`config.mk`:
```
export PLATFORM = sky130hd
export DESIGN_NAME = md4_block_load_flat
export DESIGN_NICKNAME = d
export VERILOG_FILES = /design/src/hdl/md4_pkg.sv /design/src/hdl/md4_state_if.sv /design/src/hdl/md4_block_load.sv /design/src/flat_wrapper.sv
export VERILOG_INCLUDE_DIRS = /design/src /design/src/hdl
export SDC_FILE = /design/constraint.sdc
export NUM_CORES = 1
export LEC_CHECK = 0
export ABC_AREA = 1
export ABC_CLOCK_PERIOD_IN_PS = 2750
export BUFFER_PORTS_ARGS = -buffer_cell sky130_fd_sc_hd__buf_2
export CORE_MARGIN = 3
export CORE_UTILIZATION = 36
export DETAILED_ROUTE_END_ITERATION = 16
export PLACE_DENSITY_LB_ADDON = 0.05
export SLEW_MARGIN = 25
export SYNTH_ARGS = -nofsm -noshare
export SYNTH_HDL_FRONTEND = slang
export SYNTH_SLANG_ARGS = --single-unit
```
`constraint.sdc`:
```
create_clock -name clk -period 2.75 [get_ports clk]
set_clock_uncertainty 0.2 [all_clocks]
set_input_delay 0.275 -clock clk [delete_from_list [all_inputs] [get_ports clk]]
set_output_delay 0.275 -clock clk [all_outputs]
set_load 0.03 [all_outputs]
```
`src/hdl/md4_defines.svh`:
```
`ifndef MD4_DEFINES_SVH
`define MD4_DEFINES_SVH

// widths
`define MD4_WORD_W      32
`define MD4_DIGEST_W    128

// pipeline shape
`define MD4_ROUND_STEPS 16
`define MD4_ROUNDS      3

// initial chaining value
`define MD4_IV_A        32'h67452301
`define MD4_IV_B        32'hefcdab89
`define MD4_IV_C        32'h98badcfe
`define MD4_IV_D        32'h10325476

// constants of rounds 2 and 3
`define MD4_K1          32'h5a827999
`define MD4_K2          32'h6ed9eba1

// fixed block words for a four byte message
`define MD4_PAD_WORD1   32'h00000080
`define MD4_LEN_WORD14  32'd32

`endif
```
`src/hdl/md4_pkg.sv`:
```
`include "md4_defines.svh"

package md4_pkg;

    // one MD4 word
    typedef logic [`MD4_WORD_W-1:0]   md4_word_t;

    // final hash with the first byte in the top bits
    typedef logic [`MD4_DIGEST_W-1:0] md4_digest_t;

endpackage : md4_pkg

```
`src/hdl/md4_state_if.sv`:
```
`timescale 1ns/10ps

// chaining state of one item plus its message word
interface md4_state_if;
    import md4_pkg::*;

    md4_word_t a;
    md4_word_t b;
    md4_word_t c;
    md4_word_t d;
    md4_word_t msg;   // block word 0 in little endian order

    modport src
    (
        output a,
        output b,
        output c,
        output d,
        output msg
    );

    modport dst
    (
        input a,
        input b,
        input c,
        input d,
        input msg
    );

endinterface : md4_state_if

```
`src/hdl/md4_block_load.sv`:
```
`timescale 1ns/10ps
`include "md4_defines.svh"

module md4_block_load
(
    input  logic               clk,
    input  logic               rst_n,
    input  md4_pkg::md4_word_t msg,
    md4_state_if.src           out
);
    import md4_pkg::*;

    md4_word_t msg_le;

    // MD4 wants port byte 0 in the low byte
    assign msg_le = {msg[7:0], msg[15:8], msg[23:16], msg[31:24]};

    always_ff @(posedge clk)
    begin
        if (!rst_n)
        begin
            out.a   <= '0;
            out.b   <= '0;
            out.c   <= '0;
            out.d   <= '0;
            out.msg <= '0;
        end
        else
        begin
            out.a   <= `MD4_IV_A;
            out.b   <= `MD4_IV_B;
            out.c   <= `MD4_IV_C;
            out.d   <= `MD4_IV_D;
            out.msg <= msg_le;
        end
    end

endmodule : md4_block_load

```
`src/flat_wrapper.sv`:
```
// flat-port wrapper written by rule: the top's interface ports become plain ports
module md4_block_load_flat import md4_pkg::*;
  (clk, rst_n, msg, out_a, out_b, out_c, out_d, out_msg);
  md4_state_if out_i ();
  input  logic clk;
  input  logic rst_n;
  input  md4_pkg::md4_word_t msg;
  output wire logic [$bits(out_i.a)-1:0] out_a;
  output wire logic [$bits(out_i.b)-1:0] out_b;
  output wire logic [$bits(out_i.c)-1:0] out_c;
  output wire logic [$bits(out_i.d)-1:0] out_d;
  output wire logic [$bits(out_i.msg)-1:0] out_msg;
  assign out_a = out_i.a;
  assign out_b = out_i.b;
  assign out_c = out_i.c;
  assign out_d = out_i.d;
  assign out_msg = out_i.msg;
  md4_block_load u_core (.clk(clk), .rst_n(rst_n), .msg(msg), .out(out_i));
endmodule
```
==> flow_summary.yaml <==
run_status:
  status: "complete, no violations"
routing:
  drc: 0
  drt_iter0_markers: 36
  wirelength_mm: 3.66
  avgViaCountPerCell: 3.35
  wl_per_cell_um: 9.21
  routed-wl-met3_um: 514
  postRouteAntennaNets: 0
  topRoutingLayerUsed: "met4"
  wl_met2_mm: 2.11
  num_vias: 1335
  wl_met1_um: 997
  dr.pass1.iters: 4
min_path:
  hold_path_class: "in2reg"
setup_path:
  slowest_stage: "buf_4"
  arrival_ns: 1.21
  critPathLaunchType: "flip-flop"
  end_kind: "primary output"
  path_max_fanout: 64
  cp_cell_sequence: "buf_4 -> buf_2"
  path_class: "reg2out"
  path_buf_inv: 2
  required_ns: 2.28
  cp_slowest_stage_delay_ns: 0.34
  cp_top_family: "buffers and inverters"
timing:
  relSlewSlack_pct: 60.0
  setup-tns-final_ns: 0
  worst_slew_pin_slew_ns: 0.600
  fmax_mhz: 595
  rsz0062_at_grt: "no"
  maxSlewViolCount: 0
  setup_viol_count_final: 0
  hold_viol_final: 0
  hold_ws_ns: 0.254
  period_minus_slack_ns: 1.68
  finalCritPeriodShare_pct: 61.1
run:
  cap_violations: 0
finish:
  nNetsFinal: 364
  drive_gt1_share_pct: 41.4
  layout_commonest_cell: "buf_2"
  num_antenna_cells: 0
  most-common-layout-cells: "129 x buf_2, 64 x conb_1, 33 x dfxtp_1"
  area_growth_pct: 20.6
synthesis:
  ys_seq_area_share_pct: 34.9
  synth.yosys.warnings: 0
  synth.area.mux_share_pct: 0
  synthAdderAreaFrac_pct: 0
  syn-instance-count: 228
  yosys.area_share.simple_pct: 6.35
  ys_types: 6
  synth_xor_area_share_pct: 0
  synth-compound-area-share_pct: 0
  synth.avg_cell_area_um2: 8.30
  synth_area_um2: 1890
  synth_top_family_by_area: "buffers and inverters"
  synth_seq_cells: 33
global_route:
  grt_pass1_vias: 1029
  overflow: 0
  grt_use_total_pct: 10.5
  antenna_found_initial: 0
  grt_pass1_wl_mm: 4.90
  grt_start_max_net_pins: 65
clocking:
  htree_levels: 2
  clock_path_buffers: 2
  ctsResizeCount: 0
  cts_made_buffers: 5
  cts-root-buf: "clkbuf_8"
  clock_sinks: 33
  cts_tree: "built"
  cts_setup_buffers: 0
  postCtsHoldBufs: 32
  clk_pin_slew_ns: 0.06
placement:
  dp_hpwl_mm: 2.75
  routabilityCongestion: 0.705
  io_buffers: 129
power:
  p_leak_nw: 1.52
  powerDensity_nw_per_um2: 565
  ir_drop_v: 0.000210
die:
  io_pins: 194
  core_area_um2: 4910
  initial_core_util_pct: 38.5
  die_height_um: 78.5
  die-area_um2: 6160
  die_w_um: 78.5
  num_rows: 25
## area by class of cell
| cell class | instances | area, um^2 |
|---|---|---|
| clock buffers | 6 | 72.6 |
| flip-flops and latches | 33 | 661 |
| multi-input cells | 96 | 360 |
| well taps | 67 | 83.8 |
| inverters | 32 | 120 |
| clock inverters | 2 | 10.0 |
| fillers | 515 | 2630 |
| repair buffers | 162 | 973 |
## state kept, by name (all words and copies together) (netlist names)
name and cells:
u_core.out.msg 32, u_core.out.d 1
## per-stage QoR
step | cell area, um^2 | util (%) | setup slack [ns] | total power, mW | instances
floorplan | 2130 | - | 0.440 | 0.963 | 291
global placement | 1880 | 38.2 | 1.36 | 0.918 | 358
detailed placement | 1880 | 38.2 | 1.34 | 0.918 | 358
CTS | 2280 | 46.4 | 1.03 | 1.31 | 398
global route | 2280 | 46.4 | 0.935 | 1.36 | 398
finish | 2280 | 46.4 | 1.07 | 1.29 | 398
## cells in the mapped netlist
| cell type | count | share of area (%) |
|---|---|---|
| buf_6 | 3 | 1.8 |
| buf_4 | 127 | 50 |
| inv_1 | 32 | 6.3 |
| nand2_1 | 32 | 6.3 |
| conb_1 | 1 | 0.20 |
| dfxtp_1 | 33 | 35 |
## worst paths after layout
path / from / to / cells past startpoint / slack, ns
setup / recovery: u_core.out.d[21] / out_d[4] / 2 / 1.07
hold / removal: rst_n / u_core.out.d[21] / 1 / 0.25
## layer usage
layer  track usage (%)  vias to the layer above
met5                 0                        -
met1              8.43                      562
li1                  -                      660
met3              4.70                        4
met2              21.6                      109
met4              4.20                        0
## cells by family after synthesis
| family | after synthesis |
|---|---|
| buffers and inverters | 162 |
| other | 1 |
| AND/OR/NAND/NOR | 32 |
| flip-flops | 33 |
## report_power, final
part	switching, mW	internal [mW]	total (mW)
clock network	0.171	0.175	0.346
logic	0.331	0.103	0.434
registers	0.00469	0.504	0.508
Note: power is estimated with default switching activity, not from simulation.
