**config.mk**
```make
export PLATFORM = sky130hd
export DESIGN_NAME = md4_round_flat
export DESIGN_NICKNAME = d
export VERILOG_FILES = /design/src/hdl/md4_pkg.sv /design/src/hdl/md4_state_if.sv /design/src/hdl/md4_round.sv /design/src/hdl/md4_step.sv /design/src/flat_wrapper.sv
export VERILOG_INCLUDE_DIRS = /design/src /design/src/hdl
export SDC_FILE = /design/constraint.sdc
export NUM_CORES = 2
export LEC_CHECK = 0
export ABC_CLOCK_PERIOD_IN_PS = 10000
export CAP_MARGIN = 40
export CELL_PAD_IN_SITES_DETAIL_PLACEMENT = 2
export CELL_PAD_IN_SITES_GLOBAL_PLACEMENT = 2
export CORE_AREA = 3 3 636 638
export CTS_BUF_LIST = sky130_fd_sc_hd__clkbuf_8
export DETAILED_ROUTE_END_ITERATION = 12
export DIE_AREA = 0 0 639 641
export DONT_BUFFER_PORTS = 1
export PLACE_DENSITY = 0.6
export SETUP_SLACK_MARGIN = 0.3
export SYNTH_ARGS = -nofsm -noshare
export SYNTH_HDL_FRONTEND = slang
export SYNTH_SLANG_ARGS = --single-unit
```
**constraint.sdc**
```tcl
create_clock -name clk -period 10 [get_ports clk]
set_input_delay 0.5 -clock clk [delete_from_list [all_inputs] [get_ports clk]]
set_output_delay 0.5 -clock clk [all_outputs]
set_load 0.1 [all_outputs]
```
**src/hdl/md4_defines.svh**
```systemverilog
`ifndef MD4_DEFINES_SVH
`define MD4_DEFINES_SVH

// widths
`define MD4_WORD_W      32
`define MD4_DIGEST_W    128

// pipeline shape
`define MD4_ROUND_STEPS 16
`define MD4_ROUNDS      3

// initial chaining value
`define MD4_IV_A        32'h67452301
`define MD4_IV_B        32'hefcdab89
`define MD4_IV_C        32'h98badcfe
`define MD4_IV_D        32'h10325476

// constants of rounds 2 and 3
`define MD4_K1          32'h5a827999
`define MD4_K2          32'h6ed9eba1

// fixed block words for a four byte message
`define MD4_PAD_WORD1   32'h00000080
`define MD4_LEN_WORD14  32'd32

`endif
```
**src/hdl/md4_pkg.sv**
```systemverilog
`include "md4_defines.svh"

package md4_pkg;

    // one MD4 word
    typedef logic [`MD4_WORD_W-1:0]   md4_word_t;

    // final hash with the first byte in the top bits
    typedef logic [`MD4_DIGEST_W-1:0] md4_digest_t;

endpackage : md4_pkg

```
**src/hdl/md4_state_if.sv**
```systemverilog
`timescale 1ns/10ps

// chaining state of one item plus its message word
interface md4_state_if;
    import md4_pkg::*;

    md4_word_t a;
    md4_word_t b;
    md4_word_t c;
    md4_word_t d;
    md4_word_t msg;   // block word 0 in little endian order

    modport src
    (
        output a,
        output b,
        output c,
        output d,
        output msg
    );

    modport dst
    (
        input a,
        input b,
        input c,
        input d,
        input msg
    );

endinterface : md4_state_if

```
**src/hdl/md4_round.sv**
```systemverilog
`timescale 1ns/10ps
`include "md4_defines.svh"

module md4_round
#(
    parameter int ROUND = 0
)
(
    input  logic     clk,
    input  logic     rst_n,
    md4_state_if.dst in,
    md4_state_if.src out
);
    localparam int N = `MD4_ROUND_STEPS;

    // links between neighbouring steps
    md4_state_if link [N-1] ();

    genvar i;
    generate
        for (i = 0; i < N; i++)
        begin : g_step
            if (i == 0)
            begin : g_first
                md4_step
                #(
                    .STEP (ROUND * N)
                )
                u_step
                (
                    .clk   (clk),
                    .rst_n (rst_n),
                    .in    (in),
                    .out   (link[0])
                );
            end
            else if (i == N - 1)
            begin : g_last
                md4_step
                #(
                    .STEP (ROUND * N + i)
                )
                u_step
                (
                    .clk   (clk),
                    .rst_n (rst_n),
                    .in    (link[i-1]),
                    .out   (out)
                );
            end
            else
            begin : g_mid
                md4_step
                #(
                    .STEP (ROUND * N + i)
                )
                u_step
                (
                    .clk   (clk),
                    .rst_n (rst_n),
                    .in    (link[i-1]),
                    .out   (link[i])
                );
            end
        end
    endgenerate

endmodule : md4_round

```
**src/hdl/md4_step.sv**
```systemverilog
`timescale 1ns/10ps
`include "md4_defines.svh"

module md4_step
#(
    parameter int STEP = 0
)
(
    input  logic     clk,
    input  logic     rst_n,
    md4_state_if.dst in,
    md4_state_if.src out
);
    import md4_pkg::*;

    localparam int ROUND = STEP / `MD4_ROUND_STEPS;
    localparam int POS   = STEP % `MD4_ROUND_STEPS;

    // four shift amounts per round
    localparam int SHIFT_TBL [12] = '{3, 7, 11, 19, 3, 5, 9, 13, 3, 9, 11, 15};
    localparam int SHIFT = SHIFT_TBL[ROUND * 4 + POS % 4];

    // block word order of each round
    function automatic int word_idx(input int rnd, input int pos);
        int idx;
        case (rnd)
            0:       idx = pos;
            1:       idx = (pos % 4) * 4 + pos / 4;
            default: idx = {28'd0, pos[0], pos[1], pos[2], pos[3]};   // bit reversed
        endcase
        return idx;
    endfunction

    localparam int X_IDX = word_idx(ROUND, POS);

    localparam md4_word_t K_ADD = (ROUND == 0) ? '0 :
                                  (ROUND == 1) ? `MD4_K1 : `MD4_K2;

    md4_word_t f_val;
    md4_word_t x_val;
    md4_word_t sum;
    md4_word_t rot;

    always_comb
    begin
        case (ROUND)
            0:       f_val = in.d ^ (in.b & (in.c ^ in.d));          // F selects c or d
            1:       f_val = (in.b & (in.c | in.d)) | (in.c & in.d); // G majority vote
            default: f_val = in.b ^ in.c ^ in.d;                     // H parity
        endcase
    end

    // only words 0, 1 and 14 are nonzero for a four byte message
    always_comb
    begin
        case (X_IDX)
            0:       x_val = in.msg;
            1:       x_val = `MD4_PAD_WORD1;
            14:      x_val = `MD4_LEN_WORD14;
            default: x_val = '0;
        endcase
    end

    assign sum = in.a + f_val + x_val + K_ADD;
    assign rot = (sum << SHIFT) | (sum >> (`MD4_WORD_W - SHIFT));

    // lanes turn by one so the next step sees its target in a
    always_ff @(posedge clk)
    begin
        if (!rst_n)
        begin
            out.a   <= '0;
            out.b   <= '0;
            out.c   <= '0;
            out.d   <= '0;
            out.msg <= '0;
        end
        else
        begin
            out.a   <= in.d;
            out.b   <= rot;
            out.c   <= in.b;
            out.d   <= in.c;
            out.msg <= in.msg;   // item keeps its own message
        end
    end

endmodule : md4_step

```
**src/flat_wrapper.sv**
```systemverilog
// flat-port wrapper written by rule: the top's interface ports become plain ports
module md4_round_flat 
#(
    parameter int ROUND = 0
)
  (clk, rst_n, in_a, in_b, in_c, in_d, in_msg, out_a, out_b, out_c, out_d, out_msg);
  md4_state_if in_i ();
  md4_state_if out_i ();
  input  logic clk;
  input  logic rst_n;
  input wire logic [$bits(in_i.a)-1:0] in_a;
  input wire logic [$bits(in_i.b)-1:0] in_b;
  input wire logic [$bits(in_i.c)-1:0] in_c;
  input wire logic [$bits(in_i.d)-1:0] in_d;
  input wire logic [$bits(in_i.msg)-1:0] in_msg;
  output wire logic [$bits(out_i.a)-1:0] out_a;
  output wire logic [$bits(out_i.b)-1:0] out_b;
  output wire logic [$bits(out_i.c)-1:0] out_c;
  output wire logic [$bits(out_i.d)-1:0] out_d;
  output wire logic [$bits(out_i.msg)-1:0] out_msg;
  assign in_i.a = in_a;
  assign in_i.b = in_b;
  assign in_i.c = in_c;
  assign in_i.d = in_d;
  assign in_i.msg = in_msg;
  assign out_a = out_i.a;
  assign out_b = out_i.b;
  assign out_c = out_i.c;
  assign out_d = out_i.d;
  assign out_msg = out_i.msg;
  md4_round #(.ROUND(ROUND)) u_core (.clk(clk), .rst_n(rst_n), .in(in_i), .out(out_i));
endmodule
```
==> results by group <==
Outcome
  • Status: finished, violations left
  • Failing checks: slew limit

GRT
  • Largest net degree at the start of global routing: 1285
  • Vias in the first global route: about 87k
  • Initial antenna violation count: 14
  • Total gr overflow: 0
  • Global-route wire length before repair: 601100 um
  • Overall Global Routing Usage: between 10% and 20%

Worst setup path
  • Critical path buffers and inverters: 6
  • Reg2reg setup slack: roughly 5200 ps
  • Most frequent CP cell: dlygate4sd3_1
  • CP top delay family: buffers and inverters
  • Critical Path Fanout Max: 1284
  • CP required: 10970 ps
  • Worst setup EP type: flop
  • Worst r2r src: u_core.g_step[14].g_mid.u_step.out.b[10]
  • Worst path max stage delay: between 900 and 1000 ps
  • CP Launch Point: rst_n
  • CP Launch Type: primary input
  • CP max stage cell: buf_16
  • Critical path cell sequence: buf_16, inv_8, buf_12, nor4_1, a31oi_1, dlygate4sd3_1, o21ai_0, dlygate4sd3_1, a211o_1, dlygate4sd3_1
  • Critical path class: primary input to flop
  • Arrival time at the worst endpoint: about 6500 ps

CTS
  • Resized Gates After CTS: 0
  • CTS Root Cell: clkbuf_8
  • Clock-pin slew on the worst setup and hold paths: around 80 ps
  • Clock Latency Late Sink: between 1000 and 1500 ps
  • CTS tree: built
  • CTS sink cnt: approximately 2.6k
  • Clock Path Buffers: 4
  • H-tree lvl count: 5
  • CTS Buf Count: between 400 and 500

STA
  • Highest Clock Rate: 0.1802 GHz
  • Slew headroom: -86.01%
  • RSZ-0062 raised after global routing: no
  • Tmin final: between 5000 and 6000 ps
  • Final Hold Slack: 115.2 ps
  • Worst Tran Pin Value: 2790 ps
  • Clk_skew: between 100 and 150 ps
  • Pins over their slew limit: between 1k and 1.5k
  • Final setup margin: ~4500 ps
  • Hold Vio Cnt, Final: 0
  • Setup tns final: 0 ps
  • Period utilization: a little under three fifths
  • Final Setup Violations: 0

Synthesis
  • Unique masters post-synth: about 80
  • Biggest area contributors in the synthesized netlist: dfxtp_1 51%, and2_1 13%, ha_1 7.0%, mux2_2 5.6%, a21o_1 2.7%
  • Async set or reset register ratio after synthesis: 0%
  • Adder-cell share of the synthesized area: 7.918%
  • Area leader, netlist: dfxtp_1
  • Yosys reg bits: between 2k and 3k
  • Post-Synth Simple-Gate Area: around a fifth
  • Syn avg cell area: between 10 and 15 sq um
  • Number of synthesized flops with an enable pin: 0
  • Count leader, synth: dfxtp_1
  • Syn Inst Count: about 9.5k
  • Largest family of logic cells by synthesized area: simple AND/OR/NAND/NOR gates
  • Compound-cell area share of the yosys netlist: 9.513%
  • Syn nets: approximately 10k
  • Post-synthesis mux area share: under 10%
  • Ys Warns: 0
  • Top cells by count, synth: 2560 x dfxtp_1, 2122 x and2_1, 557 x nor2_1
  • Synth top area share: roughly 50%
  • Synth Flop Type: dfxtp_1
  • XOR/XNOR Fraction of Synth Area: ~3.2%
  • Sequential area share after synthesis: roughly half
  • Netlist Area Pre-Place: between 90000 and 100000 sq um

Die
  • Width of the die: around 640 um
  • # IOs: 322
  • Die H: 641 um
  • Core Area: between 300000 and 400000 sq um
  • Num rows: about 230
  • Die ar.: 409600 sq um
  • Initial Util: approximately 25%

Power and ir drop
  • Switching Share: 26.26%
  • Comb pwr share: under 10%
  • Switching pwr: around 6.0 mW
  • Register share of total power: a little under half
  • Peak supply drop: between 100 and 150 uV
  • Clock share of power: 45.7%
  • Leak Pwr: a little over 60 nW
  • Power Density: approximately 170 nW/um^2
  • Cell Int Power: 16.86 mW

Layout
  • Final net count: 12.00k
  • Layout area overhead: 33.25%
  • Final cell count without fillers: between 15k and 20k
  • Area of the multi-input gates: between 40000 and 50000 sq um
  • Layout cells sized above 1: about an eighth
  • Fill cells: ~42k
  • Reg area: 51250 sq um
  • Design area: 132700 sq um

Detailed routing
  • DRT Pass-1 Iters: 7
  • Via density: 4.461
  • Total number of vias: about 75k
  • Initial drt markers: 3026
  • Post-Route WL: between 400000 and 500000 um
  • DRC: 0
  • Post-DRT Antenna Nets: 0
  • DR WL/cell: 24.51 um

Min path
  • Hold crit path type: primary input to flop
  • HP Start: in_d[31]

Placement
  • I/O Buffers: 0
  • Final Wtd Congestion: 0.8712
  • Placed Cells: around 15k
  • Post-DP HPWL: between 200000 and 300000 um
  • Post-Place Setup Slack: 5215 ps
  • Placed inst area: approximately 110000 sq um

Run
  • MaxCap Viol Count: 0
[power by group through the flow]
stage | combinational (mW) | sequential (mW) | clock (mW)
global placement | 1.24 | 11.0 | 0
CTS | 1.60 | 10.8 | 10.5
global route | 1.80 | 10.8 | 11.2
floorplan | 0.937 | 10.8 | 0
detailed placement | 1.27 | 11.0 | 0
finish | 1.67 | 10.7 | 10.5
[worst min-delay path: stages]
cell and delay (ps):
mux2i_1 90, xnor2_1 200, clkbuf_4 200, nor4_1 70, nor3_1 120
[per-layer routing]
| layer | global-route usage, % | vias to the layer above | routed length [um] |
|---|---|---|---|
| li1 | - | 35580 | - |
| met1 | 20.71 | 37520 | 158600 |
| met2 | 38.08 | 1351 | 220900 |
| met3 | 2.436 | 801 | 10820 |
| met4 | 9.829 | 2 | 23200 |
| met5 | 0 | - | 13 |
[metrics by stage]
stage	utilization, %	power, mW
after CTS	33.21	22.85
after global routing	33.24	23.81
after detailed placement	27.21	12.25
after global placement	26.29	12.22
after floorplan	-	11.72
final	33.25	22.87
[registers in the layout (all words and copies together), names as in the netlist]
register                              count
u_core.g_step.g_mid.u_step.out.d        448
u_core.g_step.g_last.u_step.out.a        32
u_core.g_step.g_last.u_step.out.b        32
u_core.g_step.g_mid.u_step.out.a        448
u_core.g_step.g_first.u_step.out.d       32
u_core.g_step.g_last.u_step.out.msg      32
u_core.g_step.g_first.u_step.out.msg     32
u_core.g_step.g_mid.u_step.out.b        448
u_core.g_step.g_mid.u_step.out.msg      448
u_core.g_step.g_first.u_step.out.b       32
u_core.g_step.g_mid.u_step.out.c        448
u_core.g_step.g_last.u_step.out.c        32
u_core.g_step.g_first.u_step.out.c       32
u_core.g_step.g_first.u_step.out.a       32
u_core.g_step.g_last.u_step.out.d        32
[final timing paths]
check                                                                  to  cells after the start
worst min register to register     u_core.g_step[5].g_mid.u_step.out.d[3]                      1
worst max register to register  u_core.g_step[15].g_last.u_step.out.b[18]                     12
worst max-delay path            u_core.g_step[15].g_last.u_step.out.b[17]                     10
worst min-delay path             u_core.g_step[0].g_first.u_step.out.b[2]                      5
[cell type report]
cell class              instances  share of cell area (%)
diodes                          8                 0.01509
clock buffers                 573                   5.943
clock inverters               225                   1.236
inverters                     132                  0.3791
multi-input cells            6471                   35.03
flip-flops and latches       2560                   38.62
well taps                    5265                   4.964
repair buffers               1636                   13.81
[cell families (layout without fill, tap and decap cells)]
kind of cell | count (synthesis) | after routing
buffers and inverters | 492 | 2566
other | 0 | 8
and+or+nand+nor | 3514 | 3514
AOI/OAI and AO/OA | 1433 | 1433
xor gates and xnor gates | 360 | 360
DFF | 2560 | 2560
muxes | 562 | 562
adders and majority gates | 602 | 602
[timing repair]
action	CTS	global route
setup buffers	0	0
setup endpoints to repair	0	0
hold buffers	1437	0
endpoints found under the hold margin	2130	0
[placed cells by master (no fill, tap or decap), types with 18 or more instances in the layout]
cell type / instances
and3_1: 57
clkinv_2: 66
a31oi_1: 65
bufinv_16: 18
dfxtp_1: 2560
o31ai_1: 21
mux2i_1: 67
o21bai_1: 69
nand3_1: 89
and2_1: 2122
nand4_1: 59
buf_8: 73
fa_1: 47
o21a_1: 55
nand2b_1: 81
xnor2_1: 182
nand2_1: 303
buf_4: 24
and4_1: 18
a21oi_1: 416
a211oi_1: 47
dlygate4sd3_1: 1435
nor2b_1: 34
nor2_1: 557
nor3_1: 97
a21o_1: 353
mux2_2: 495
buf_16: 94
ha_1: 555
nor3b_1: 29
clkbuf_8: 573
o211ai_1: 32
o21ai_0: 200
inv_1: 240
or3_1: 21
xor2_1: 178
(Power assumes the default switching activity.)
