`src/hdl/md4_defines.svh`:
```
`ifndef MD4_DEFINES_SVH
`define MD4_DEFINES_SVH

// widths
`define MD4_WORD_W      32
`define MD4_DIGEST_W    128

// pipeline shape
`define MD4_ROUND_STEPS 16
`define MD4_ROUNDS      3

// initial chaining value
`define MD4_IV_A        32'h67452301
`define MD4_IV_B        32'hefcdab89
`define MD4_IV_C        32'h98badcfe
`define MD4_IV_D        32'h10325476

// constants of rounds 2 and 3
`define MD4_K1          32'h5a827999
`define MD4_K2          32'h6ed9eba1

// fixed block words for a four byte message
`define MD4_PAD_WORD1   32'h00000080
`define MD4_LEN_WORD14  32'd32

`endif
```
`src/hdl/md4_pkg.sv`:
```
`include "md4_defines.svh"

package md4_pkg;

    // one MD4 word
    typedef logic [`MD4_WORD_W-1:0]   md4_word_t;

    // final hash with the first byte in the top bits
    typedef logic [`MD4_DIGEST_W-1:0] md4_digest_t;

endpackage : md4_pkg

```
`src/hdl/md4_state_if.sv`:
```
`timescale 1ns/10ps

// chaining state of one item plus its message word
interface md4_state_if;
    import md4_pkg::*;

    md4_word_t a;
    md4_word_t b;
    md4_word_t c;
    md4_word_t d;
    md4_word_t msg;   // block word 0 in little endian order

    modport src
    (
        output a,
        output b,
        output c,
        output d,
        output msg
    );

    modport dst
    (
        input a,
        input b,
        input c,
        input d,
        input msg
    );

endinterface : md4_state_if

```
`src/hdl/md4_digest_out.sv`:
```
`timescale 1ns/10ps
`include "md4_defines.svh"

module md4_digest_out
(
    input  logic                 clk,
    input  logic                 rst_n,
    md4_state_if.dst             in,
    output md4_pkg::md4_digest_t digest
);
    import md4_pkg::*;

    md4_word_t sum_a;
    md4_word_t sum_b;
    md4_word_t sum_c;
    md4_word_t sum_d;

    function automatic md4_word_t bswap(input md4_word_t w);
        return {w[7:0], w[15:8], w[23:16], w[31:24]};
    endfunction

    // after 48 steps the lanes hold A, B, C, D again
    assign sum_a = in.a + `MD4_IV_A;
    assign sum_b = in.b + `MD4_IV_B;
    assign sum_c = in.c + `MD4_IV_C;
    assign sum_d = in.d + `MD4_IV_D;

    // low byte of A is the first digest byte
    always_ff @(posedge clk)
    begin
        if (!rst_n)
        begin
            digest <= '0;
        end
        else
        begin
            digest <= {bswap(sum_a), bswap(sum_b), bswap(sum_c), bswap(sum_d)};
        end
    end

endmodule : md4_digest_out

```
`src/flat_wrapper.sv`:
```
// flat-port wrapper written by rule: the top's interface ports become plain ports
module md4_digest_out_flat import md4_pkg::*;
  (clk, rst_n, digest, in_a, in_b, in_c, in_d, in_msg);
  md4_state_if in_i ();
  input  logic clk;
  input  logic rst_n;
  output md4_pkg::md4_digest_t digest;
  input wire logic [$bits(in_i.a)-1:0] in_a;
  input wire logic [$bits(in_i.b)-1:0] in_b;
  input wire logic [$bits(in_i.c)-1:0] in_c;
  input wire logic [$bits(in_i.d)-1:0] in_d;
  input wire logic [$bits(in_i.msg)-1:0] in_msg;
  assign in_i.a = in_a;
  assign in_i.b = in_b;
  assign in_i.c = in_c;
  assign in_i.d = in_d;
  assign in_i.msg = in_msg;
  md4_digest_out u_core (.clk(clk), .rst_n(rst_n), .in(in_i), .digest(digest));
endmodule
```
`config.mk`:
```
export PLATFORM = sky130hd
export DESIGN_NAME = md4_digest_out_flat
export DESIGN_NICKNAME = d
export VERILOG_FILES = /design/src/hdl/md4_pkg.sv /design/src/hdl/md4_state_if.sv /design/src/hdl/md4_digest_out.sv /design/src/flat_wrapper.sv
export VERILOG_INCLUDE_DIRS = /design/src /design/src/hdl
export SDC_FILE = /design/constraint.sdc
export NUM_CORES = 1
export LEC_CHECK = 0
export ABC_AREA = 1
export BUFFER_PORTS_ARGS = -buffer_cell sky130_fd_sc_hd__buf_2
export CORE_MARGIN = 1
export CORE_UTILIZATION = 52
export CTS_BUF_LIST = sky130_fd_sc_hd__clkbuf_8
export DETAILED_ROUTE_END_ITERATION = 10
export MAX_ROUTING_LAYER = met4
export PLACE_DENSITY = 0.83
export SKIP_LAST_GASP = 1
export SYNTH_ARGS = -nofsm -noshare
export SYNTH_HDL_FRONTEND = slang
export SYNTH_SLANG_ARGS = --single-unit
export TNS_END_PERCENT = 1
```
`constraint.sdc`:
```
create_clock -name clk -period 1.8 [get_ports clk]
set_input_delay 0.27 -clock clk [delete_from_list [all_inputs] [get_ports clk]]
set_output_delay 0.27 -clock clk [all_outputs]
set_load 0.01 [all_outputs]
```
==> results by group, run 1 <==
Synthesis
  • Synth warn: 0
  • Post-Syn Instances: 1448
  • Post-synth top flop: dfxtp_1
  • Top-count cell post-synth: nand2_1
  • Synth cell count leaders: nand2_1, nor2_1, inv_1, dfxtp_1
  • Synth Register Bits: 128
  • Synth area leaders: dfxtp_1, nand2_1, nor2_1
  • Dominant cell type by area after synthesis: dfxtp_1
  • Post-Synthesis Mean Instance Area: approximately 5.6 µm²
  • Post-synth EDFFs: 0
  • Register area share after synthesis: 31.3%
  • Post-Syn Area: 8170 µm²
  • Synth cell types: 36
  • Yosys top cell area share: 31.3%
  • Async set-reset flop share out of synthesis: 0%
  • Mapped Nets: 1614

Drt
  • Met3 wire len: 1.90 mm
  • DR pass1 iterations: 5
  • Met1 wire length: 11.4 mm
  • Final WL: 26.6 mm
  • Starting DRT DRC Count: 721
  • Detailed-route DRC error count: 0
  • DR WL/cell: 13.7 µm
  • Highest routed layer: met4
  • DR vias/cell: 5.18
  • ANT nets after route: 0
  • WL met2: 12.5 mm
  • Via Count: roughly 10000

Clock network
  • Clock sinks: 128
  • CTS Buf Count: 17
  • CTS tree: done
  • # Post-CTS Setup Buffers: 0
  • Clock root cell: clkbuf_8
  • Clk pin slew, worst setup/hold paths: 80 ps
  • Deepest clock path buffer count: 2
  • Htree depth: 4

Timing
  • Fin. Hold Viols: 0
  • Setup-failing EPs final: 0
  • Crit share post-route: 95.6%
  • Hold WS: 35.1 ps
  • Max-slew violations: 0
  • Slew Limit Headroom: between 70% and 80%
  • Tmin final: between 1500 and 2000 ps
  • Unrepaired setup endpoints after global routing: true
  • Worst Tran Pin Value: 350 ps
  • F_max: 0.581 GHz
  • Final TNS setup: 0 ps

GRT
  • Global-route wire length before repair: approximately 42 mm
  • Antenna violations before repair: 2
  • Largest net degree at the start of global routing: between 50 and 60
  • Total Routing Usage GR: 34.2%
  • Vias in the first global route: 8804
  • Gr ovfl total: 0

Run
  • Max cap viols: 0

Die
  • Chip width: ~130 µm
  • Initial Util: a little over half
  • Die Ht: 127 µm
  • Die area: 16200 µm²
  • Top-Level Pins: 290
  • Row cnt: 45
  • Area of the core: approximately 15000 µm²

Finish
  • Share of post-route cells with drive strength above 1: between 10% and 20%
  • Final core utilization: 67.0%
  • Top Registers: u_core.digest x128
  • Max reg flops: roughly 130
  • Fill cell count: 1552
  • Area Overhead vs Synth: 25.1%
  • Final #Nets: ~1900
  • Biggest register: u_core.digest

Setup path
  • Crit path required time: roughly 2200 ps
  • Critical Path AT: 2080 ps
  • Setup CP Type: input port to register
  • Critical path peak fanout: 6
  • Critical Path End: u_core.digest[7]
  • Crit path launch type: input port
  • Worst Setup SP: in_d[1]
  • Crit end category: register

Placement
  • Gp weighted congestion: 0.996
  • I/O Buffers: 257
  • Dpl hpwl: 21.4 mm

Hold path
  • Worst Hold Class: input port to register

Pwr
  • Static Leak: 5.71 nW
  • Pwr dens: 727 nW/µm²
  • Maximum vdd drop: between 500 and 600 µV
  • Total Power: 7.44 mW

Outcome
  • Run status: complete, no violations
-- cell type report --
cell class	instances	area (µm²)	share of cell area (%)
Sequential cell	128	2560	25.1
Clock inverter	14	189	1.85
Clock buffer	18	248	2.42
Tap cell	211	264	2.58
Antenna cell	2	5.00	0.0489
Timing Repair Buffer	270	1420	13.9
Inverter	213	800	7.82
Multi-Input combinational cell	1088	4740	46.3
-- power by group --
group	total [mW]	switching, mW	internal, mW
clock	2.77	1.23	1.54
combinational	1.58	1.03	0.555
sequential	3.08	0.0530	3.03
total	7.44	2.31	5.13
-- stage by stage --
stage                     cell area [µm²]  setup WS, ps  instances
after floorplan                      8170           434       1448
after global placement               9720           112       1905
after detailed placement             9720          57.5       1905
after CTS                           10200          32.7       1941
after global routing                10200         -50.2       1944
final                               10200          78.7       1944
-- critical path, cell delays in order --
cell and delay, ps:
dlygate4sd3_1 520, buf_2 120, inv_1 40, ha_1 180, inv_1 60, nand2_1 100, nand3_2 140, nand3_1 110
nand2_2 180, nand2_1 80, nand2_1 110, nand2_1 60, nand2_1 50, nor2_1 40
-- placed cells by master, fill, tap and decap left out, types with 2 or more instances in the layout --
master / Yosys / layout
a31oi_1: 4 / 4
nand2_2: 5 / 6
clkinv_4: 0 / 2
nand3b_1: 2 / 2
a21boi_0: 4 / 4
buf_4: 3 / 6
o21ai_1: 5 / 5
clkbuf_8: 0 / 18
xnor2_1: 2 / 2
ha_1: 4 / 4
o21ai_0: 58 / 58
dfxtp_1: 128 / 128
inv_6: 0 / 2
nand3_1: 115 / 113
nand4_1: 14 / 14
buf_2: 5 / 257
buf_12: 0 / 2
inv_1: 209 / 210
and2_1: 9 / 9
nand3_2: 0 / 2
diode_2: 0 / 2
nor2_2: 8 / 8
nand2_1: 443 / 442
clkinvlp_4: 0 / 2
inv_2: 4 / 4
nor3_1: 11 / 11
o21a_1: 5 / 5
a21oi_1: 115 / 114
o21ai_2: 3 / 3
bufinv_16: 0 / 4
clkinv_2: 0 / 3
dlygate4sd3_1: 0 / 5
nor2_1: 268 / 268
nor3b_1: 3 / 3
-- logic make-up after synthesis --
kind of cell / synth area share, %
AOI/OAI and AO/OA: 12.7
xor gates and xnor gates: 0.322
adders and majority gates: 0.612
DFF: 31.3
and+or+nand+nor: 44.1
buffers and inverters: 10.9
-- layer usage --
layer	GRT usage (%)	vias up
met3	5.44	55
met5	-	-
met2	55.6	410
met4	14.1	0
met1	42.2	4507
li1	-	5093
-- timing repair --
action,in CTS,in global routing
setup endpoints to repair,0,14
resized for setup,0,4
hold endpoints to repair,4,1
hold buffers,4,1
-- how the worst min path moves through the flow --
stage,start,end,slack [ps],depth (start not counted)
CTS,in_c[1],u_core.digest[57],0.5,2
floorplan,in_a[0],u_core.digest[120],340,1
detailed placement,in_c[0],u_core.digest[56],460,3
global placement,in_c[0],u_core.digest[56],450,3
finish,in_b[0],u_core.digest[88],40,2
global route,in_b[0],u_core.digest[88],10,2
Note: power is estimated with default switching activity, not from simulation.
==> run 2, diff against run 1 <==
--- a/config.mk
+++ b/config.mk
@@ -9,11 +9,12 @@
 export ABC_AREA = 1
 export BUFFER_PORTS_ARGS = -buffer_cell sky130_fd_sc_hd__buf_2
 export CORE_MARGIN = 1
-export CORE_UTILIZATION = 52
+export CORE_UTILIZATION = 47
 export CTS_BUF_LIST = sky130_fd_sc_hd__clkbuf_8
+export CTS_CLUSTER_SIZE = 20
 export DETAILED_ROUTE_END_ITERATION = 10
 export MAX_ROUTING_LAYER = met4
-export PLACE_DENSITY = 0.83
+export PLACE_DENSITY = 0.79
 export SKIP_LAST_GASP = 1
 export SYNTH_ARGS = -nofsm -noshare
 export SYNTH_HDL_FRONTEND = slang
==> constraint.sdc (replaced) <==
create_clock -name clk -period 1.4 [get_ports clk]
set_input_delay 0.21 -clock clk [delete_from_list [all_inputs] [get_ports clk]]
set_output_delay 0.21 -clock clk [all_outputs]
set_load 0.01 [all_outputs]
==> run 2 against run 1 <==
Compared with the run above:
- sequential cell count unchanged
- global-route usage is 2.0 points lower
- first-iteration DRC count increased by 8.0%
- cell count is 5.6% higher
- sequential share of layout area fell by 1.7 points
- via count is 2.9% higher
- cell area is 7.5% higher
==> results by group, run 2 (synthesized netlist as in run 1, its figures left out) <==
Drt
  • DR pass1 iterations: 8 (was 5)
  • Via Count: 10360 (was 10065)
  • ANT nets after route: 0 (unchanged)
  • DR WL/cell: 13.8 µm (was 13.7 µm)
  • Starting DRT DRC Count: 779 (was 721)
  • Final WL: 28.3 mm (was 26.6 mm)
  • Detailed-route DRC error count: 0 (unchanged)
  • DR vias/cell: 5.05 (was 5.18)

Hold path
  • Hold Crit Start: in_a[28] (was in_b[0])
  • Worst Hold Path Cells: 3 (was 2)
  • Worst Hold Class: input port to register (unchanged)
  • Hold path endpoint: u_core.digest[100] (was u_core.digest[88])

Finish
  • Area Overhead vs Synth: 34.5% (was 25.1%)
  • Final std cells w/o fill: 2052 (was 1944)
  • Share of post-route cells with drive strength above 1: 22.3% (was 18.7%)
  • Top Registers: u_core.digest x128 (unchanged)
  • Biggest register: u_core.digest (unchanged)
  • Final core utilization: 65.6% (was 67.0%)
  • Max reg flops: 128 (unchanged)
  • Most frequent cells in the layout: nand2_1, nor2_1, buf_2, inv_1, dfxtp_1 (unchanged)
  • Final #Nets: 1983 (was 1884)
  • Commonest non-fill, non-tap cell in the layout: nand2_1 (unchanged)
  • Fill cell count: 1661 (was 1552)

Clock network
  • Htree depth: 4 (unchanged)
  • Clk pin slew, worst setup/hold paths: 70 ps (was 80 ps)
  • Clock sinks: 128 (unchanged)
  • CTS Buf Count: 17 (unchanged)
  • # Post-CTS Setup Buffers: 0 (unchanged)
  • Clock root cell: clkbuf_8 (unchanged)
  • CTS tree: done (unchanged)
  • Deepest clock path buffer count: 2 (unchanged)

GRT
  • Global-route wire length before repair: 44.4 mm (was 42.1 mm)
  • Largest net degree at the start of global routing: 59 (was 54)
  • Total Routing Usage GR: 32.2% (was 34.2%)
  • Gr ovfl total: 0 (unchanged)
  • Antenna violations before repair: 3 (was 2)
  • Vias in the first global route: 9412 (was 8804)

Setup path
  • Critical Path AT: 1610 ps (was 2080 ps)
  • Crit path launch type: input port (unchanged)
  • Critical path peak fanout: 3 (was 6)
  • Crit path required time: 1740 ps (was 2160 ps)
  • Crit end category: register (unchanged)
  • Setup CP Type: input port to register (unchanged)
  • Worst Setup SP: in_b[30] (was in_d[1])

Timing
  • Worst Tran Pin Value: 312 ps (was 350 ps)
  • Max-slew violations: 0 (unchanged)
  • Fin. Hold Viols: 0 (unchanged)
  • Hold WS: 23.3 ps (was 35.1 ps)
  • Final TNS setup: 0 ps (unchanged)
  • Slew Limit Headroom: 79.0% (was 76.5%)
  • Tmin final: between 1000 and 1500 ps
  • Setup-failing EPs final: 0 (unchanged)
  • Crit share post-route: 90.2%
  • F_max: ~0.8 GHz
  • Unrepaired setup endpoints after global routing: true (unchanged)

Die
  • Chip width: 134 µm (was 127 µm)
  • Area of the core: 16800 µm² (was 15300 µm²)
  • Row cnt: 47 (was 45)
  • Initial Util: 48.8% (was 53.6%)
  • Die area: 17900 µm² (was 16200 µm²)
  • Top-Level Pins: 290 (unchanged)
  • Die Ht: 134 µm (was 127 µm)

Placement
  • Dpl hpwl: 22.8 mm (was 21.4 mm)
  • Gp weighted congestion: 0.978 (was 0.996)
  • I/O Buffers: 257 (unchanged)
  • Placed cell count: 2003 (was 1905)

Pwr
  • Maximum vdd drop: 688 µV (was 568 µV)
  • Total Power: 9.76 mW (was 7.44 mW)
  • Pwr dens: 888 nW/µm² (was 727 nW/µm²)
  • Static Leak: 6.18 nW (was 5.71 nW)

Run
  • Max cap viols: 0 (unchanged)

Outcome
  • Run status: complete, no violations (unchanged)
==> run 2: area by class of cell <==
type                       count  area [µm²]  area share (%)
antenna                        3        7.51          0.0683
clock buffer                  19         262            2.38
clock inverter                12         169            1.54
inverter                     213         800            7.27
multi-input combinational   1088        4730            43.0
sequential                   128        2560            23.3
tap                          220         275            2.50
timing repair buffer         369        2190            19.9
==> run 2: stage by stage <==
stage               setup slack [ps]  area, µm²
floorplan                       93.9       8170
global placement                -277      10400
detailed placement              -287      10400
CTS                              143      11000
global route                   -13.7      11000
finish                           137      11000
==> run 2: timing repair <==
item / in CTS / in global routing
setup endpoints to repair: 0 / 2
gates resized for setup: 0 / 2
hold buffers: 15 / 0
endpoints found under the hold margin: 15 / 0
==> run 2: critical path, stage by stage <==
cell and delay [ps]:
dlygate4sd3_1 530, buf_2 140, nor2_2 100, o21ai_0 100
inv_1 60, o21ai_0 70, a21oi_1 200, nand3_1 100
nand2_1 60, nor2_1 40
==> run 2: report_power, final <==
group          leakage, nW  switching, mW  internal, mW  total (mW)
combinational         4.89           1.37         0.871        2.24
sequential            1.07         0.0763          3.90        3.98
clock                0.222           1.53          2.01        3.54
total                 6.18           2.98          6.78        9.76
==> run 2: how the worst max path moves through the flow <==
stage | slack, ps | endpoint
after floorplan | 90 | u_core.digest[43]
after global routing | -10 | u_core.digest[71]
after CTS | 140 | u_core.digest[71]
after global placement | -280 | u_core.digest[45]
after detailed placement | -290 | u_core.digest[41]
final | 140 | u_core.digest[71]
==> run 2: metal layers <==
| layer | vias up | GRT usage (%) | share of wire (%) |
|---|---|---|---|
| li1 | 5286 | - | - |
| met3 | 64 | 4.95 | 6.6 |
| met2 | 402 | 53.0 | 47 |
| met4 | 0 | 13.4 | 3.3 |
| met1 | 4608 | 39.1 | 43 |
| met5 | - | - | 0 |
